**src/common/backend_pkg.sv**
```systemverilog
`default_nettype none

package backend_pkg;

    typedef logic [31:0] bus32_t;
    typedef logic [4:0]  reg_addr_t;
    typedef logic [5:0]  dmem_addr_t;

    localparam int DMEM_WORDS = 64;

    // stage order matches the pause and flush vectors
    localparam int PIPE_WIDTH     = 5;
    localparam int STAGE_DECODE   = 0;
    localparam int STAGE_DISPATCH = 1;
    localparam int STAGE_EXECUTE  = 2;
    localparam int STAGE_MEM      = 3;
    localparam int STAGE_WB       = 4;

    // 3R type, bits 31:15
    localparam logic [16:0] OPC_ADD_W = 17'h00020;
    localparam logic [16:0] OPC_SUB_W = 17'h00022;
    localparam logic [16:0] OPC_SLT   = 17'h00024;
    localparam logic [16:0] OPC_AND   = 17'h00029;
    localparam logic [16:0] OPC_OR    = 17'h0002a;
    localparam logic [16:0] OPC_XOR   = 17'h0002b;
    // 2RI12 type, bits 31:22
    localparam logic [9:0]  OPC_ADDI_W = 10'h00a;
    localparam logic [9:0]  OPC_LD_W   = 10'h0a2;
    localparam logic [9:0]  OPC_ST_W   = 10'h0a6;
    // 2RI16 type, bits 31:26
    localparam logic [5:0]  OPC_BEQ = 6'h16;
    localparam logic [5:0]  OPC_BNE = 6'h17;
    // bits 31:10, with rj zero
    localparam logic [21:0] OPC_RDCNTVL_W = 22'h000018;

    typedef enum logic [2:0] {
        ALU_ADD,
        ALU_SUB,
        ALU_AND,
        ALU_OR,
        ALU_XOR,
        ALU_SLT,
        ALU_NONE
    } alu_op_t;

    typedef enum logic [1:0] {
        MEM_NONE,
        MEM_LOAD,
        MEM_STORE
    } mem_op_t;

    typedef struct packed {
        logic      valid;
        bus32_t    pc;
        alu_op_t   alu_op;
        mem_op_t   mem_op;
        logic      is_branch;
        logic      branch_ne;
        logic      is_cnt;
        reg_addr_t rj;
        reg_addr_t rk_or_rd;
        reg_addr_t rd;
        logic      reg_we;
        bus32_t    imm;
        logic      use_imm;
    } id_dispatch_t;

    typedef struct packed {
        id_dispatch_t op;
        bus32_t       src1;
        bus32_t       src2;
    } dispatch_ex_t;

    typedef struct packed {
        logic      valid;
        bus32_t    pc;
        reg_addr_t rd;
        logic      reg_we;
        bus32_t    result;
        mem_op_t   mem_op;
        bus32_t    store_data;
    } ex_mem_t;

    typedef struct packed {
        logic      valid;
        bus32_t    pc;
        reg_addr_t rd;
        logic      reg_we;
        bus32_t    wdata;
    } mem_wb_t;

    typedef struct packed {
        logic      valid;
        reg_addr_t rd;
        bus32_t    data;
        logic      is_load;
    } push_forward_t;

    typedef struct packed {
        logic      valid;
        bus32_t    pc;
        reg_addr_t rd;
        logic      we;
        bus32_t    wdata;
    } commit_t;

endpackage

`default_nettype wire

```
**src/decoder/decoder.sv**
```systemverilog
`default_nettype none

module decoder (
    input  wire logic                 clk,
    input  wire logic                 arst_n_i,
    input  wire logic                 flush_i,
    input  wire logic                 pause_i,
    input  wire logic                 inst_valid_i,
    input  wire backend_pkg::bus32_t  pc_i,
    input  wire backend_pkg::bus32_t  inst_i,
    output backend_pkg::id_dispatch_t dispatch_o
);
    import backend_pkg::*;

    id_dispatch_t dec;
    alu_op_t      reg_op;
    reg_addr_t    rd;
    reg_addr_t    rj;
    reg_addr_t    rk;
    bus32_t       si12;
    bus32_t       offs16;

    assign rd     = inst_i[4:0];
    assign rj     = inst_i[9:5];
    assign rk     = inst_i[14:10];
    assign si12   = {{20{inst_i[21]}}, inst_i[21:10]};
    assign offs16 = {{16{inst_i[25]}}, inst_i[25:10]};

    always_comb begin
        case (inst_i[31:15])
            OPC_ADD_W: reg_op = ALU_ADD;
            OPC_SUB_W: reg_op = ALU_SUB;
            OPC_AND:   reg_op = ALU_AND;
            OPC_OR:    reg_op = ALU_OR;
            OPC_XOR:   reg_op = ALU_XOR;
            OPC_SLT:   reg_op = ALU_SLT;
            default:   reg_op = ALU_NONE;
        endcase
    end

    // unused source indices stay r0, so they never forward or stall
    always_comb begin
        dec = '0;
        dec.valid = inst_valid_i;
        dec.pc = pc_i;
        dec.alu_op = ALU_NONE;
        dec.mem_op = MEM_NONE;
        if (reg_op != ALU_NONE) begin
            dec.alu_op = reg_op;
            dec.rj = rj;
            dec.rk_or_rd = rk;
            dec.rd = rd;
        end else if (inst_i[31:22] == OPC_ADDI_W) begin
            dec.alu_op = ALU_ADD;
            dec.rj = rj;
            dec.rd = rd;
            dec.imm = si12;
            dec.use_imm = 1'b1;
        end else if (inst_i[31:22] == OPC_LD_W) begin
            dec.mem_op = MEM_LOAD;
            dec.rj = rj;
            dec.rd = rd;
            dec.imm = si12;
            dec.use_imm = 1'b1;
        end else if (inst_i[31:22] == OPC_ST_W) begin
            dec.mem_op = MEM_STORE;
            dec.rj = rj;
            dec.rk_or_rd = rd;
            dec.imm = si12;
        end else if (inst_i[31:26] == OPC_BEQ || inst_i[31:26] == OPC_BNE) begin
            dec.is_branch = 1'b1;
            dec.branch_ne = (inst_i[31:26] == OPC_BNE);
            dec.rj = rj;
            dec.rk_or_rd = rd;
            dec.imm = offs16;
        end else if (inst_i[31:10] == OPC_RDCNTVL_W && rj == '0) begin
            dec.is_cnt = 1'b1;
            dec.rd = rd;
        end
        // writes to r0 are dropped here
        dec.reg_we = (dec.rd != '0);
    end

    always_ff @(posedge clk or negedge arst_n_i) begin
        if (!arst_n_i) begin
            dispatch_o <= '0;
        end else if (flush_i) begin
            dispatch_o.valid <= 1'b0;
        end else if (!pause_i) begin
            dispatch_o <= dec;
        end
    end

endmodule

`default_nettype wire

```
**config.mk**
```make
export PLATFORM = sky130hd
export DESIGN_NAME = decoder
export DESIGN_NICKNAME = d
export VERILOG_FILES = /design/src/common/backend_pkg.sv /design/src/decoder/decoder.sv
export SDC_FILE = /design/constraint.sdc
export NUM_CORES = 1
export LEC_CHECK = 0
export ABC_AREA = 1
export ABC_CLOCK_PERIOD_IN_PS = 2800
export BUFFER_PORTS_ARGS = -buffer_cell sky130_fd_sc_hd__clkbuf_2
export CAP_MARGIN = 5
export CORE_MARGIN = 5
export CORE_UTILIZATION = 35
export CTS_CLUSTER_DIAMETER = 50
export DETAILED_ROUTE_END_ITERATION = 12
export PLACE_DENSITY = 0.65
export SLEW_MARGIN = 20
export SYNTH_ARGS = -nofsm -noshare
export SYNTH_HDL_FRONTEND = slang
export SYNTH_SLANG_ARGS = --single-unit
```
**constraint.sdc**
```tcl
create_clock -name clk -period 2.8 [get_ports clk]
set_input_delay 0.56 -clock clk [delete_from_list [all_inputs] [get_ports clk]]
set_output_delay 0.56 -clock clk [all_outputs]
set_load 0.01 [all_outputs]
```
Word-level counts from Yosys, hierarchy flattened
Cells that the tools add are included.
Widths: inputs -> output; s select.
- $add $sub $neg: 0
- $mul: 0
- div/mod/pow operators: 0
- magnitude comparators: 0
- equal/unequal tests: 14
- shifts and indexed selects: 0
- muxes and demuxes: 32
- bitwise gates (word level): 2
- reductions and logical operators: 5
- operators by type and width (cell ; number):
    $eq 17x6->1 const B ; 6
    $mux 32 ; 3
    $mux 90 ; 1
    $mux 33 ; 2
    $mux 5 ; 11
    $eq 22x5->1 const B ; 1
    $eq 10x8->1 const B ; 2
    $mux 10 ; 2
    $pmux 3 s6 ; 1
    $mux 15 ; 1
    $eq 6x5->1 const B ; 2
    $mux 3 ; 4
    $eq 10x4->1 const B ; 1
    $mux 2 ; 3
    $logic_not 5->1 ; 1
    $reduce_bool 5->1 ; 1
    $mux 1 ; 4
    $ne 3x3->1 const B ; 1
    $ne 2x2->1 const B ; 1
    $not 1->1 ; 2
    $reduce_and 2->1 ; 1
    $logic_and 1x1->1 ; 1
    $logic_or 1x1->1 ; 1
- register bits: 90
- latch bits: 0
- RAM bits: 0
- ROM bits: 0
- logic and storage cells: 66
- memories: 0

Logic depth before layout (Yosys ltp)
Gate-level depths: netlist of the first run.
- depth in word-level cells: 11
- mapped depth: 11
- mapped depth without buffers: 11

Least setup slack after synthesis of the first run
OpenSTA, ideal clock, no wires.
- kind: input to register
- start point: in inst_i[26]
- end point: reg dispatch_o[55] (netlist name)
- arrival time: 1457 ps
- path slack: 1226 ps
- stages: 10
- path buffers: 0
- cells stage by stage: nor2_2 nand2_1 nor2_2 nand2_2 a21oi_2 nor2_4 nand2_1 o211ai_1 o21ai_1 inv_1
- longest elaborated chain between the ends: 4
- elaborated cells on any way between the ends: 11
- classes of those cells: 8 x eq/ne; 3 x mux
- ends and longest elaborated chain (what ; RTL line ; RTL):
    start: declaration ; decoder.sv:10 ; input wire backend_pkg::bus32_t inst_i,
    $eq 17x6->1 ; decoder.sv:30 ; case (inst_i[31:15])
    $pmux 3 s6 ; decoder.sv:30 ;
    $ne 3x3->1 ; decoder.sv:48 ; if (reg_op != ALU_NONE) begin
    $mux 3 * ; decoder.sv:48 ;
    end: declaration ; decoder.sv:11 ; output backend_pkg::id_dispatch_t dispatch_o
Mark *: on every way between the ends. The rest lies on a longest branch, timed or not.
A chain may end at the register's enable or synchronous reset.

Worst setup path in the final report of the first run
- start point: in inst_i[25]
- end point: reg dispatch_o[46] (netlist name)
- longest elaborated chain between the ends: 5
- elaborated cells on any way between the ends: 15
- classes of those cells: 10 x eq/ne; 5 x mux
- ends and longest elaborated chain (what ; RTL line):
    branches (longest 4 deep; another with $eq 17x6->1) ; -
    $mux 15 * ; decoder.sv:48
Mark *: on every way between the ends.

==> impl_metrics.xml, run 1 <==
<?xml version="1.0" encoding="UTF-8"?>
<metrics>
  <group name="detailed_routing">
    <metric name="remaining_drc_errors" unit="">0</metric>
    <metric name="detail_route.iter0.violations" unit="">161</metric>
    <metric name="detail_route.wirelength" unit="um">9686</metric>
    <metric name="dr_total_vias" unit="">3118</metric>
    <metric name="vias_per_cell" unit="">4.558</metric>
    <metric name="post_drt_wl_per_cell" unit="um">14.16</metric>
    <metric name="final_antenna_net_count" unit="">0</metric>
    <metric name="drtPass1Iterations" unit="">4</metric>
  </group>
  <group name="clocking">
    <metric name="cts_buffers" unit="">9</metric>
    <metric name="clk_pin_slew_worst_paths" unit="ns">0.07</metric>
    <metric name="insertion_delay" unit="ns">0.34</metric>
    <metric name="cts_tree" unit="">yes</metric>
    <metric name="clock_tree.htree_level_count" unit="">3</metric>
    <metric name="post_cts_resize_count" unit="">0</metric>
    <metric name="cts_num_sinks" unit="">74</metric>
    <metric name="max-clock-path-buffers" unit="">2</metric>
    <metric name="cts_root_buf" unit="">clkbuf_8</metric>
    <metric name="hold_fix_buffers_at_cts" unit="">0</metric>
    <metric name="post-cts-setup-buffers" unit="">0</metric>
  </group>
  <group name="floorplanning">
    <metric name="core.rowCount" unit="">36</metric>
    <metric name="die_width" unit="um">109.7</metric>
    <metric name="floorplan.die_area" unit="um^2">12030</metric>
    <metric name="die_height" unit="um">109.7</metric>
    <metric name="effective_utilization_at_floorplan" unit="">0.3575</metric>
    <metric name="ios" unit="">159</metric>
    <metric name="core" unit="um^2">9729</metric>
  </group>
  <group name="critical_path">
    <metric name="worst_path_required" unit="ns">3.02</metric>
    <metric name="start_kind" unit="">primary input</metric>
    <metric name="setup.worst_path.end_class" unit="">flop</metric>
    <metric name="cpMostUsedCell" unit="">nand2_1</metric>
    <metric name="timing.critical_path.fanout_max" unit="">12</metric>
    <metric name="r2r_slack" unit="ns">1.93</metric>
    <metric name="crit_chain" unit="">clkbuf_2 -&gt; inv_1 -&gt; nand2_1 -&gt; nor2_1 -&gt; nand3_1 -&gt; nand2_1 -&gt; nor2_2 -&gt; nand2_1 -&gt; nand3_1 -&gt; nand2_1</metric>
    <metric name="crit_type" unit="">primary input to flop</metric>
    <metric name="worstPathArrival" unit="ns">2.38</metric>
    <metric name="critPathSlowestCell" unit="">nor2_2</metric>
    <metric name="critical_path.max_stage_delay" unit="ns">0.78</metric>
  </group>
  <group name="logic_synthesis">
    <metric name="syn-mean-instance-area" unit="um^2">8.567</metric>
    <metric name="synthTopCellsByArea" unit="">dfrtp_1, nand2_1, o31ai_4, buf_4, nor2_1</metric>
    <metric name="yosysTopAreaCellShare" unit="">0.5324</metric>
    <metric name="post_synth_inst_count" unit="">406</metric>
    <metric name="ys.warnings.count" unit="">0</metric>
    <metric name="syn-num-nets" unit="">475</metric>
    <metric name="area_leader_netlist" unit="">dfrtp_1</metric>
    <metric name="yosys.cell_types.count" unit="">32</metric>
    <metric name="syn_area" unit="um^2">3478</metric>
    <metric name="ys_ff_latch" unit="">74</metric>
    <metric name="yosysSeqAreaShare" unit="">0.5324</metric>
  </group>
  <group name="pwr">
    <metric name="leakagePower" unit="nW">2.481</metric>
    <metric name="vdd_ir_drop_max" unit="mV">0.2329</metric>
    <metric name="power_per_cell_area" unit="nW/um^2">528.1</metric>
  </group>
  <group name="placement">
    <metric name="finalWeightedCongestion" unit="">0.9720</metric>
    <metric name="dp_slack" unit="ns">0.2825</metric>
    <metric name="hpwlAfterDp" unit="um">7325</metric>
    <metric name="port_buffers" unit="">158</metric>
  </group>
  <group name="cells_and_area">
    <metric name="top_regs" unit="">dispatch_o (74)</metric>
    <metric name="most_used_cells_in_the_layout_excluding_fill_and_tap_cells" unit="">nand2_1, clkbuf_2, dfrtp_1, nor2_1</metric>
    <metric name="mostFrequentLayoutCell" unit="">nand2_1</metric>
    <metric name="largest_register_ffs" unit="">74</metric>
    <metric name="layout-drive-gt1-share" unit="">0.3630</metric>
    <metric name="fin_nets" unit="">616</metric>
    <metric name="antenna_cells" unit="">0</metric>
    <metric name="syn_to_final_growth" unit="%">28.45</metric>
    <metric name="top_register" unit="">dispatch_o</metric>
  </group>
  <group name="timing">
    <metric name="fin_setup_tns" unit="ns">0</metric>
    <metric name="hold_violations" unit="">0</metric>
    <metric name="finalSetupViolCount" unit="">0</metric>
    <metric name="max_freq" unit="MHz">464.4</metric>
    <metric name="period_minus_slack" unit="ns">2.153</metric>
    <metric name="timing.final.crit_share" unit="">0.7690</metric>
    <metric name="least_margin_pin_slew" unit="ns">0.9605</metric>
    <metric name="clock_skew" unit="ns">0</metric>
    <metric name="drv_slew" unit="">0</metric>
    <metric name="rsz0062_at_grt" unit="">no</metric>
    <metric name="max-slew-margin-rel" unit="">0.3590</metric>
    <metric name="setup_slack" unit="ns">0.6467</metric>
  </group>
  <group name="flow_run">
    <metric name="drv_cap" unit="">0</metric>
  </group>
  <group name="global_routing">
    <metric name="grt_pass1_wl" unit="um">15530</metric>
    <metric name="largest_net_degree_at_the_start_of_global_routing" unit="">75</metric>
    <metric name="vias_in_the_first_global_route" unit="">3144</metric>
    <metric name="grt-ovfl-total" unit="">0</metric>
    <metric name="antenna_found_initial" unit="">0</metric>
    <metric name="grt.total_usage" unit="">0.1660</metric>
  </group>
  <group name="status">
    <metric name="run_status" unit="">finished clean</metric>
  </group>
  <group name="min_path">
    <metric name="worst_hold_path_type" unit="">primary input to async pin</metric>
  </group>
</metrics>
-- Yosys cell counts --
cell and n:
nand2_1 168, dfrtp_1 74, nor2_1 28, inv_1 17
nand3_1 17, buf_4 16, a21oi_1 8, clkbuf_1 8
o21ai_0 7, o211ai_1 6, o21ai_1 6, o31ai_4 6
a21o_1 5, nor2_2 5, buf_2 4, nor3_1 4
a21oi_2 3, buf_1 3, inv_2 3, nand4_1 3
nand2_2 2, nand2_4 2, nor2_4 2, a41oi_1 1
buf_6 1, mux2i_1 1, nand3_2 1, nand3b_1 1
nor3b_1 1, o311ai_0 1, o31ai_1 1, o41ai_1 1
-- worst paths after layout --
check,from,to,cells after the start
max in group asynchronous,arst_n_i,dispatch_o[68],1
min in group clk,pc_i[3],dispatch_o[60],3
hold reg to reg,dispatch_o[85],dispatch_o[85],2
setup reg to reg,dispatch_o[31],dispatch_o[31],1
hold / removal,arst_n_i,dispatch_o[6],1
setup / recovery,inst_i[25],dispatch_o[46],10
-- metal layers --
layer  GRT usage  share of wire
met5           0              0
met4     0.05966         0.0081
met3     0.05226          0.098
met2      0.2668           0.48
met1      0.2104           0.41
-- critical path, delay by kind of cell --
family / cells / cell delay [ns]
buffers and inverters: 2 / 0.18
AND/OR/NAND/NOR: 8 / 1.62
-- power breakdown --
| part | leakage, nW | total (W) | internal, W | switching, W |
|---|---|---|---|---|
| clock | 0.0962 | 0.000809 | 0.000430 | 0.000380 |
| sequential | 0.956 | 0.00119 | 0.00115 | 0.0000450 |
| combinational | 1.43 | 0.000359 | 0.000137 | 0.000222 |
-- metrics by stage --
step                      cells    util  power [W]  hold WS [ns]  area [um^2]
after floorplan             406       -   0.001377        0.2644         3478
after global placement      669  0.4402   0.001572        0.4562         4283
after detailed placement    669  0.4402   0.001578        0.4612         4283
after CTS                   684  0.4592   0.002399        0.3895         4468
after global routing        684  0.4592   0.002491        0.4083         4468
final                       684  0.4592   0.002359        0.3535         4468
-- kinds of logic after synthesis --
kind of cell / synth area share
simple gates: 0.2799
mux: 0.002878
buf+inv: 0.07698
compound gates: 0.1079
flops: 0.5324
-- layout make-up --
class / instances / area, um^2
well taps: 133 / 166.4
clock buffers: 12 / 145.1
clock inverters: 3 / 40.04
flip-flops and latches: 74 / 1852
repair buffers: 162 / 823.3
fillers: 996 / 5261
multi-input cells: 280 / 1366
inverters: 20 / 75.07
(Power assumes the default switching activity.)
==> run 2: changes to the inputs <==
--- a/config.mk
+++ b/config.mk
@@ -5,8 +5,8 @@
 export SDC_FILE = /design/constraint.sdc
 export NUM_CORES = 1
 export LEC_CHECK = 0
-export ABC_AREA = 1
-export ABC_CLOCK_PERIOD_IN_PS = 2800
+export ABC_AREA = 0
+export ABC_CLOCK_PERIOD_IN_PS = 2000
 export BUFFER_PORTS_ARGS = -buffer_cell sky130_fd_sc_hd__clkbuf_2
 export CAP_MARGIN = 5
 export CORE_MARGIN = 5
==> constraint.sdc (replaced) <==
create_clock -name clk -period 2 [get_ports clk]
set_input_delay 0.4 -clock clk [delete_from_list [all_inputs] [get_ports clk]]
set_output_delay 0.4 -clock clk [all_outputs]
set_load 0.01 [all_outputs]
==> run 2 against run 1 <==
Clock skew did not move; worst hold slack got worse by 0.33 ns; non-clock buffer count rose by 17; wire length rose by 1.9%; sequential share of layout area fell by 0.23 points; die area fell by 3.9%; synthesized cell count fell by 14%; worst setup slack got worse by 0.37 ns.
==> impl_metrics.xml, run 2 <==
<?xml version="1.0" encoding="UTF-8"?>
<metrics>
  <group name="timing">
    <metric name="hold_violations" unit="">0</metric>
    <metric name="finalSetupViolCount" unit="">0</metric>
    <metric name="clock_skew" unit="ns">0</metric>
    <metric name="drv_slew" unit="">0</metric>
    <metric name="max_freq" unit="MHz">579.2</metric>
    <metric name="max-slew-margin-rel" unit="">0.5391</metric>
    <metric name="rsz0062_at_grt" unit="">no</metric>
    <metric name="setup_slack" unit="ns">0.2735</metric>
    <metric name="fin_worst_hold_slack" unit="ns">0.02370</metric>
    <metric name="period_minus_slack" unit="ns">1.727</metric>
    <metric name="least_margin_pin_slew" unit="ns">0.6872</metric>
    <metric name="timing.final.crit_share" unit="">0.8633</metric>
  </group>
  <group name="clocking">
    <metric name="insertion_delay" unit="ns">0.34</metric>
    <metric name="clk_pin_slew_worst_paths" unit="ns">0.08</metric>
    <metric name="cts_buffers" unit="">9</metric>
    <metric name="cts_root_buf" unit="">clkbuf_8</metric>
    <metric name="clock_tree.htree_level_count" unit="">3</metric>
    <metric name="post_cts_resize_count" unit="">0</metric>
    <metric name="hold_fix_buffers_at_cts" unit="">0</metric>
    <metric name="max-clock-path-buffers" unit="">2</metric>
    <metric name="cts_tree" unit="">yes</metric>
    <metric name="post-cts-setup-buffers" unit="">0</metric>
    <metric name="cts_num_sinks" unit="">74</metric>
  </group>
  <group name="logic_synthesis">
    <metric name="synthTopCellsByArea" unit="">dfrtp_1, nand2_1, buf_4, a32o_1, mux2i_1</metric>
    <metric name="yosysSeqAreaShare" unit="">0.5564</metric>
    <metric name="yosys.cell_types.count" unit="">42</metric>
    <metric name="yosysTopAreaCellShare" unit="">0.5564</metric>
    <metric name="syn-mean-instance-area" unit="um^2">9.509</metric>
    <metric name="yosysMostFrequentCell" unit="">nand2_1</metric>
    <metric name="syn_area" unit="um^2">3328</metric>
    <metric name="post_synth_inst_count" unit="">350</metric>
    <metric name="post_synth_most_frequent_cells" unit="">nand2_1, dfrtp_1, buf_4, clkbuf_1, nor2_1</metric>
    <metric name="synth-edff-count" unit="">0</metric>
    <metric name="ys.warnings.count" unit="">0</metric>
    <metric name="ys_ff_latch" unit="">74</metric>
    <metric name="syn-num-nets" unit="">419</metric>
    <metric name="area_leader_netlist" unit="">dfrtp_1</metric>
    <metric name="postSynth.topFlopCell" unit="">dfrtp_1</metric>
    <metric name="async_reset_ff_frac" unit="">1.000</metric>
  </group>
  <group name="floorplanning">
    <metric name="die_height" unit="um">107.5</metric>
    <metric name="die_width" unit="um">107.5</metric>
    <metric name="effective_utilization_at_floorplan" unit="">0.3602</metric>
    <metric name="core.rowCount" unit="">35</metric>
    <metric name="ios" unit="">159</metric>
    <metric name="core" unit="um^2">9240</metric>
    <metric name="floorplan.die_area" unit="um^2">11560</metric>
  </group>
  <group name="placement">
    <metric name="hpwlAfterDp" unit="um">7687</metric>
    <metric name="port_buffers" unit="">158</metric>
    <metric name="finalWeightedCongestion" unit="">0.7841</metric>
    <metric name="dp_slack" unit="ns">-0.07676</metric>
  </group>
  <group name="pwr">
    <metric name="power.share.combinational" unit="">0.149</metric>
    <metric name="power_switching" unit="W">0.0009235</metric>
    <metric name="power_per_cell_area" unit="nW/um^2">763.4</metric>
    <metric name="p_sw_frac" unit="">0.2692</metric>
    <metric name="cell_internal_pwr" unit="W">0.002506</metric>
    <metric name="pwr-share-seq" unit="">0.482</metric>
    <metric name="power.share.clock" unit="">0.369</metric>
    <metric name="vdd_ir_drop_max" unit="mV">0.3406</metric>
    <metric name="leakagePower" unit="nW">2.449</metric>
  </group>
  <group name="cells_and_area">
    <metric name="top_regs" unit="">dispatch_o (74)</metric>
    <metric name="post-route-util" unit="">0.4863</metric>
    <metric name="mostFrequentLayoutCell" unit="">clkbuf_2</metric>
    <metric name="antenna_cells" unit="">0</metric>
    <metric name="total_of_fill_cells_in_the_finished_design" unit="">903</metric>
    <metric name="layout-drive-gt1-share" unit="">0.4039</metric>
    <metric name="most_used_cells_in_the_layout_excluding_fill_and_tap_cells" unit="">clkbuf_2, nand2_1, dfrtp_1, buf_4, nor2_1</metric>
    <metric name="syn_to_final_growth" unit="%">35.00</metric>
    <metric name="top_register" unit="">dispatch_o</metric>
    <metric name="fin_nets" unit="">575</metric>
    <metric name="largest_register_ffs" unit="">74</metric>
  </group>
  <group name="status">
    <metric name="run_status" unit="">finished clean</metric>
  </group>
  <group name="global_routing">
    <metric name="largest_net_degree_at_the_start_of_global_routing" unit="">40</metric>
    <metric name="grt_pass1_wl" unit="um">15850</metric>
    <metric name="grt-ovfl-total" unit="">0</metric>
    <metric name="antenna_found_initial" unit="">0</metric>
    <metric name="grt.total_usage" unit="">0.1744</metric>
    <metric name="vias_in_the_first_global_route" unit="">3073</metric>
  </group>
  <group name="detailed_routing">
    <metric name="dr_total_vias" unit="">3062</metric>
    <metric name="final_antenna_net_count" unit="">0</metric>
    <metric name="drtPass1Iterations" unit="">4</metric>
    <metric name="detail_route.wirelength" unit="um">9866</metric>
    <metric name="detail_route.iter0.violations" unit="">172</metric>
    <metric name="post_drt_wl_per_cell" unit="um">15.44</metric>
    <metric name="vias_per_cell" unit="">4.792</metric>
    <metric name="remaining_drc_errors" unit="">0</metric>
  </group>
  <group name="critical_path">
    <metric name="timing.critical_path.fanout_max" unit="">6</metric>
    <metric name="start_kind" unit="">primary input</metric>
    <metric name="worstPathArrival" unit="ns">1.96</metric>
    <metric name="setup.worst_path.end_class" unit="">flop</metric>
    <metric name="worst_path_required" unit="ns">2.24</metric>
    <metric name="crit_type" unit="">primary input to flop</metric>
  </group>
  <group name="min_path">
    <metric name="worst_hold_path_type" unit="">primary input to async pin</metric>
  </group>
  <group name="flow_run">
    <metric name="drv_cap" unit="">0</metric>
  </group>
</metrics>
## run 2: layout make-up
class	instances	area, um^2	share of cell area
Inverter	4	15.01	0.003342
Timing Repair Buffer	179	975.9	0.2172
Clock inverter	6	90.09	0.02005
Multi-Input combinational cell	238	1275	0.2838
Tap cell	129	161.4	0.03592
Clock buffer	9	123.9	0.02757
Sequential cell	74	1852	0.4121
## run 2: power groups by stage
stage | clock network, W | registers, W | logic [W]
2_1_floorplan | 0 | 0.00173 | 0.000177
3_3_place_gp | 0 | 0.00168 | 0.000511
3_5_place_dp | 0 | 0.00168 | 0.000521
4_1_cts | 0.00130 | 0.00165 | 0.000522
5_1_grt | 0.00136 | 0.00167 | 0.000576
6_report | 0.00126 | 0.00165 | 0.000512
## run 2: final timing paths
| path | depth (start not counted) | end | from | slack [ns] |
|---|---|---|---|---|
| worst max-delay path | 5 | dispatch_o[11] | inst_i[26] | 0.27 |
| worst min-delay path | 1 | dispatch_o[59] | arst_n_i | 0.02 |
| worst max register to register | 2 | dispatch_o[31] | dispatch_o[31] | 1.14 |
| worst min register to register | 2 | dispatch_o[63] | dispatch_o[63] | 0.48 |
| max in group asynchronous | 2 | dispatch_o[12] | arst_n_i | 1.38 |
| min in group clk | 3 | dispatch_o[62] | pc_i[5] | 0.23 |
## run 2: critical path, cell delays in order
cell	delay (ns)
clkbuf_2	0.10
or4_1	0.63
nor4_4	0.38
nand2_2	0.16
a32o_1	0.28
## run 2: metrics by stage
stage          setup TNS [ns]  total power (W)  std cells  instance area, um^2
3_5_place_dp          -0.7631         0.002204        624                 4279
6_report                    0         0.003430        639                 4493
5_1_grt                     0         0.003602        639                 4493
2_1_floorplan               0         0.001909        350                 3328
4_1_cts                     0         0.003475        639                 4493
3_3_place_gp          -0.2062         0.002191        624                 4279
## run 2: layer usage
metal  vias to the layer above  global-route usage  routed length, um  share of wire
met5                         -                   0                  0              0
met4                         0             0.07033                195          0.020
met3                        15             0.03419                668          0.068
met2                       106              0.2891               4931           0.50
met1                      1450              0.2232               4072           0.41
li1                       1491                   -                  -              -
## run 2: cells by family after synthesis
logic type	after synthesis	synth area share
multiplexers	9	0.02782
AO/OA/AOI/OAI	51	0.1120
AND/OR/NAND/NOR	177	0.2384
buffers and inverters	38	0.06278
flip-flops	74	0.5564
XOR/XNOR	1	0.002632
==> run 3: changes to the inputs <==
--- a/config.mk
+++ b/config.mk
@@ -7,13 +7,13 @@
 export LEC_CHECK = 0
 export ABC_AREA = 0
 export ABC_CLOCK_PERIOD_IN_PS = 2000
-export BUFFER_PORTS_ARGS = -buffer_cell sky130_fd_sc_hd__clkbuf_2
 export CAP_MARGIN = 5
 export CORE_MARGIN = 5
 export CORE_UTILIZATION = 35
 export CTS_CLUSTER_DIAMETER = 50
 export DETAILED_ROUTE_END_ITERATION = 12
-export PLACE_DENSITY = 0.65
+export DONT_BUFFER_PORTS = 1
+export PLACE_DENSITY = 0.51
 export SLEW_MARGIN = 20
 export SYNTH_ARGS = -nofsm -noshare
 export SYNTH_HDL_FRONTEND = slang
==> run 3 against run 2 <==
The flow now finishes with violations (negative hold slack); clock skew unchanged; via count fell by 20%; fmax increased by 6.4%; global-route usage down 1.4 points; sequential share of layout area is 10 points higher; worst hold slack got worse by 0.28 ns; clock power shrank 10%; die area unchanged; critical path depth is 1 lower; critical endpoint unchanged; largest cell class unchanged; largest power group unchanged.
==> impl_metrics.xml, run 3 (synthesis results as in run 2) <==
<?xml version="1.0" encoding="UTF-8"?>
<metrics>
  <group name="status">
    <metric name="run_status" unit="">complete, but fails checks</metric>
    <metric name="violated_checks" unit="">negative hold slack</metric>
  </group>
  <group name="pwr">
    <metric name="leakagePower" unit="nW">1.716</metric>
    <metric name="power_switching" unit="W">0.0008115</metric>
    <metric name="power_per_cell_area" unit="nW/um^2">845.5</metric>
    <metric name="cell_internal_pwr" unit="W">0.002248</metric>
    <metric name="vdd_ir_drop_max" unit="mV">0.3241</metric>
    <metric name="power.share.combinational" unit="">0.066</metric>
    <metric name="power.share.clock" unit="">0.368</metric>
    <metric name="pwr-share-seq" unit="">0.566</metric>
    <metric name="p_sw_frac" unit="">0.2653</metric>
  </group>
  <group name="detailed_routing">
    <metric name="detail_route.wirelength" unit="um">9038</metric>
    <metric name="drtPass1Iterations" unit="">4</metric>
    <metric name="dr_total_vias" unit="">2461</metric>
    <metric name="vias_per_cell" unit="">5.192</metric>
    <metric name="post_drt_wl_per_cell" unit="um">19.07</metric>
    <metric name="detail_route.iter0.violations" unit="">161</metric>
    <metric name="final_antenna_net_count" unit="">0</metric>
    <metric name="remaining_drc_errors" unit="">0</metric>
  </group>
  <group name="cells_and_area">
    <metric name="final_area" unit="um^2">3618</metric>
    <metric name="mostFrequentLayoutCell" unit="">nand2_1</metric>
    <metric name="largest_register_ffs" unit="">74</metric>
    <metric name="syn_to_final_growth" unit="%">8.722</metric>
    <metric name="multi_input_gate_area" unit="um^2">1275</metric>
    <metric name="top_regs" unit="">dispatch_o (74)</metric>
    <metric name="fin_nets" unit="">410</metric>
    <metric name="post-route-util" unit="">0.3916</metric>
    <metric name="top_register" unit="">dispatch_o</metric>
    <metric name="layout-drive-gt1-share" unit="">0.1188</metric>
    <metric name="layoutNonFillerInstCount" unit="">474</metric>
    <metric name="ff_latch_area" unit="um^2">1853</metric>
    <metric name="total_of_fill_cells_in_the_finished_design" unit="">935</metric>
    <metric name="antenna_cells" unit="">0</metric>
    <metric name="most_used_cells_in_the_layout_excluding_fill_and_tap_cells" unit="">nand2_1, dfrtp_1, buf_4, nor2_1, clkbuf_8</metric>
  </group>
  <group name="floorplanning">
    <metric name="core" unit="um^2">9240</metric>
    <metric name="floorplan.die_area" unit="um^2">11560</metric>
    <metric name="ios" unit="">159</metric>
    <metric name="die_height" unit="um">107.5</metric>
    <metric name="effective_utilization_at_floorplan" unit="">0.3602</metric>
    <metric name="die_width" unit="um">107.5</metric>
    <metric name="core.rowCount" unit="">35</metric>
  </group>
  <group name="global_routing">
    <metric name="largest_net_degree_at_the_start_of_global_routing" unit="">75</metric>
    <metric name="gr-usage-met2" unit="">0.2509</metric>
    <metric name="grt-ovfl-total" unit="">0</metric>
    <metric name="grt_pass1_wl" unit="um">14350</metric>
    <metric name="grtUsageMet3" unit="">0.06959</metric>
    <metric name="grt.total_usage" unit="">0.1600</metric>
    <metric name="highest_utilization_routing_layer_at_the_global_route_stage" unit="">met2</metric>
    <metric name="antenna_found_initial" unit="">0</metric>
    <metric name="met1_usage" unit="">0.2037</metric>
    <metric name="vias_in_the_first_global_route" unit="">2574</metric>
  </group>
  <group name="placement">
    <metric name="port_buffers" unit="">0</metric>
    <metric name="place_area" unit="um^2">3435</metric>
    <metric name="place.detailed.instances" unit="">459</metric>
    <metric name="hpwlAfterDp" unit="um">6634</metric>
    <metric name="finalWeightedCongestion" unit="">0.7358</metric>
  </group>
  <group name="critical_path">
    <metric name="timing.critical_path.fanout_max" unit="">6</metric>
    <metric name="r2r_start" unit="">dispatch_o[31]</metric>
    <metric name="rr_endpoint" unit="">dispatch_o[31]</metric>
    <metric name="crit_type" unit="">primary input to flop</metric>
    <metric name="worstPathArrival" unit="ns">1.85</metric>
    <metric name="start_kind" unit="">primary input</metric>
    <metric name="worst_r2r_path_depth" unit="">2</metric>
    <metric name="cp-startpoint" unit="">inst_i[23]</metric>
    <metric name="setup.worst_path.end_class" unit="">flop</metric>
    <metric name="worst_path_required" unit="ns">2.23</metric>
    <metric name="r2r_slack" unit="ns">1.13</metric>
    <metric name="timing.critical_path.to" unit="">dispatch_o[11]</metric>
  </group>
  <group name="clocking">
    <metric name="clock_tree.htree_level_count" unit="">3</metric>
    <metric name="cts_buffers" unit="">9</metric>
    <metric name="cts_root_buf" unit="">clkbuf_8</metric>
    <metric name="post-cts-setup-buffers" unit="">0</metric>
    <metric name="max-clock-path-buffers" unit="">2</metric>
    <metric name="cts_tree" unit="">yes</metric>
    <metric name="post_cts_resize_count" unit="">0</metric>
    <metric name="clk_pin_slew_worst_paths" unit="ns">0.08</metric>
    <metric name="insertion_delay" unit="ns">0.33</metric>
    <metric name="cts_num_sinks" unit="">74</metric>
  </group>
  <group name="timing">
    <metric name="timing.final.crit_share" unit="">0.8114</metric>
    <metric name="fin_worst_hold_slack" unit="ns">-0.2519</metric>
    <metric name="least_margin_pin_slew" unit="ns">0.5786</metric>
    <metric name="hold_violations" unit="">74</metric>
    <metric name="fin_setup_tns" unit="ns">0</metric>
    <metric name="max_freq" unit="MHz">616.2</metric>
    <metric name="drv_slew" unit="">0</metric>
    <metric name="period_minus_slack" unit="ns">1.623</metric>
    <metric name="clock_skew" unit="ns">0</metric>
    <metric name="max-slew-margin-rel" unit="">0.6119</metric>
    <metric name="finalSetupViolCount" unit="">0</metric>
    <metric name="rsz0062_at_grt" unit="">no</metric>
  </group>
  <group name="min_path">
    <metric name="worst_hold_path_type" unit="">primary input to async pin</metric>
  </group>
  <group name="flow_run">
    <metric name="drv_cap" unit="">0</metric>
  </group>
</metrics>
-- run 3: cell count changes in the layout (fill, tap and decap cells not counted) --
cell,delta
clkinv_2,+1
bufinv_16,-1
clkbuf_2,-157
dfrtp_1,-1
clkbuf_1,+1
dfrtp_2,+1
inv_6,-1
buf_4,-8
-- run 3: worst min-delay path by stage --
stage / slack, ns / end / start / cells after the start
3_3_place_gp: 0.11 / dispatch_o[3] / arst_n_i / 0
6_report: -0.25 / dispatch_o[3] / arst_n_i / 0
2_1_floorplan: 0.10 / dispatch_o[0] / arst_n_i / 0
3_5_place_dp: 0.11 / dispatch_o[3] / arst_n_i / 0
4_1_cts: -0.27 / dispatch_o[82] / arst_n_i / 0
5_1_grt: -0.28 / dispatch_o[3] / arst_n_i / 0
-- run 3: power by group through the flow --
stage          Combinational (W)  Clock (W)  Sequential (W)
5_1_grt                 0.000241    0.00124         0.00174
3_5_place_dp            0.000207          0         0.00176
2_1_floorplan           0.000177          0         0.00173
6_report                0.000203    0.00113         0.00173
3_3_place_gp            0.000199          0         0.00176
4_1_cts                 0.000206    0.00117         0.00174
-- run 3: stage by stage --
stage	power [W]	setup WS, ns	hold WS (ns)
CTS	0.003111	0.3787	-0.2708
global placement	0.001963	0.03672	0.1065
global route	0.003221	0.3009	-0.2774
floorplan	0.001909	0.1064	0.1044
finish	0.003059	0.3772	-0.2519
detailed placement	0.001970	0.03019	0.1064
-- run 3: layer usage --
| metal | share of wire | routed length, um |
|---|---|---|
| met4 | 0.0093 | 84 |
| met1 | 0.41 | 3697 |
| met3 | 0.10 | 945 |
| met2 | 0.48 | 4311 |
| met5 | 0 | 0 |
-- run 3: critical path, stage by stage --
cell	delay (ns)
or4_1	0.60
nor4_4	0.40
nand2_2	0.17
a32o_1	0.28
-- run 3: layout make-up --
| type | instances | share of cell area |
|---|---|---|
| multi-input combinational | 238 | 0.3524 |
| timing repair buffer | 14 | 0.03596 |
| clock inverter | 5 | 0.01556 |
| inverter | 4 | 0.004149 |
| tap | 129 | 0.04461 |
| sequential | 74 | 0.5121 |
| clock buffer | 10 | 0.03527 |
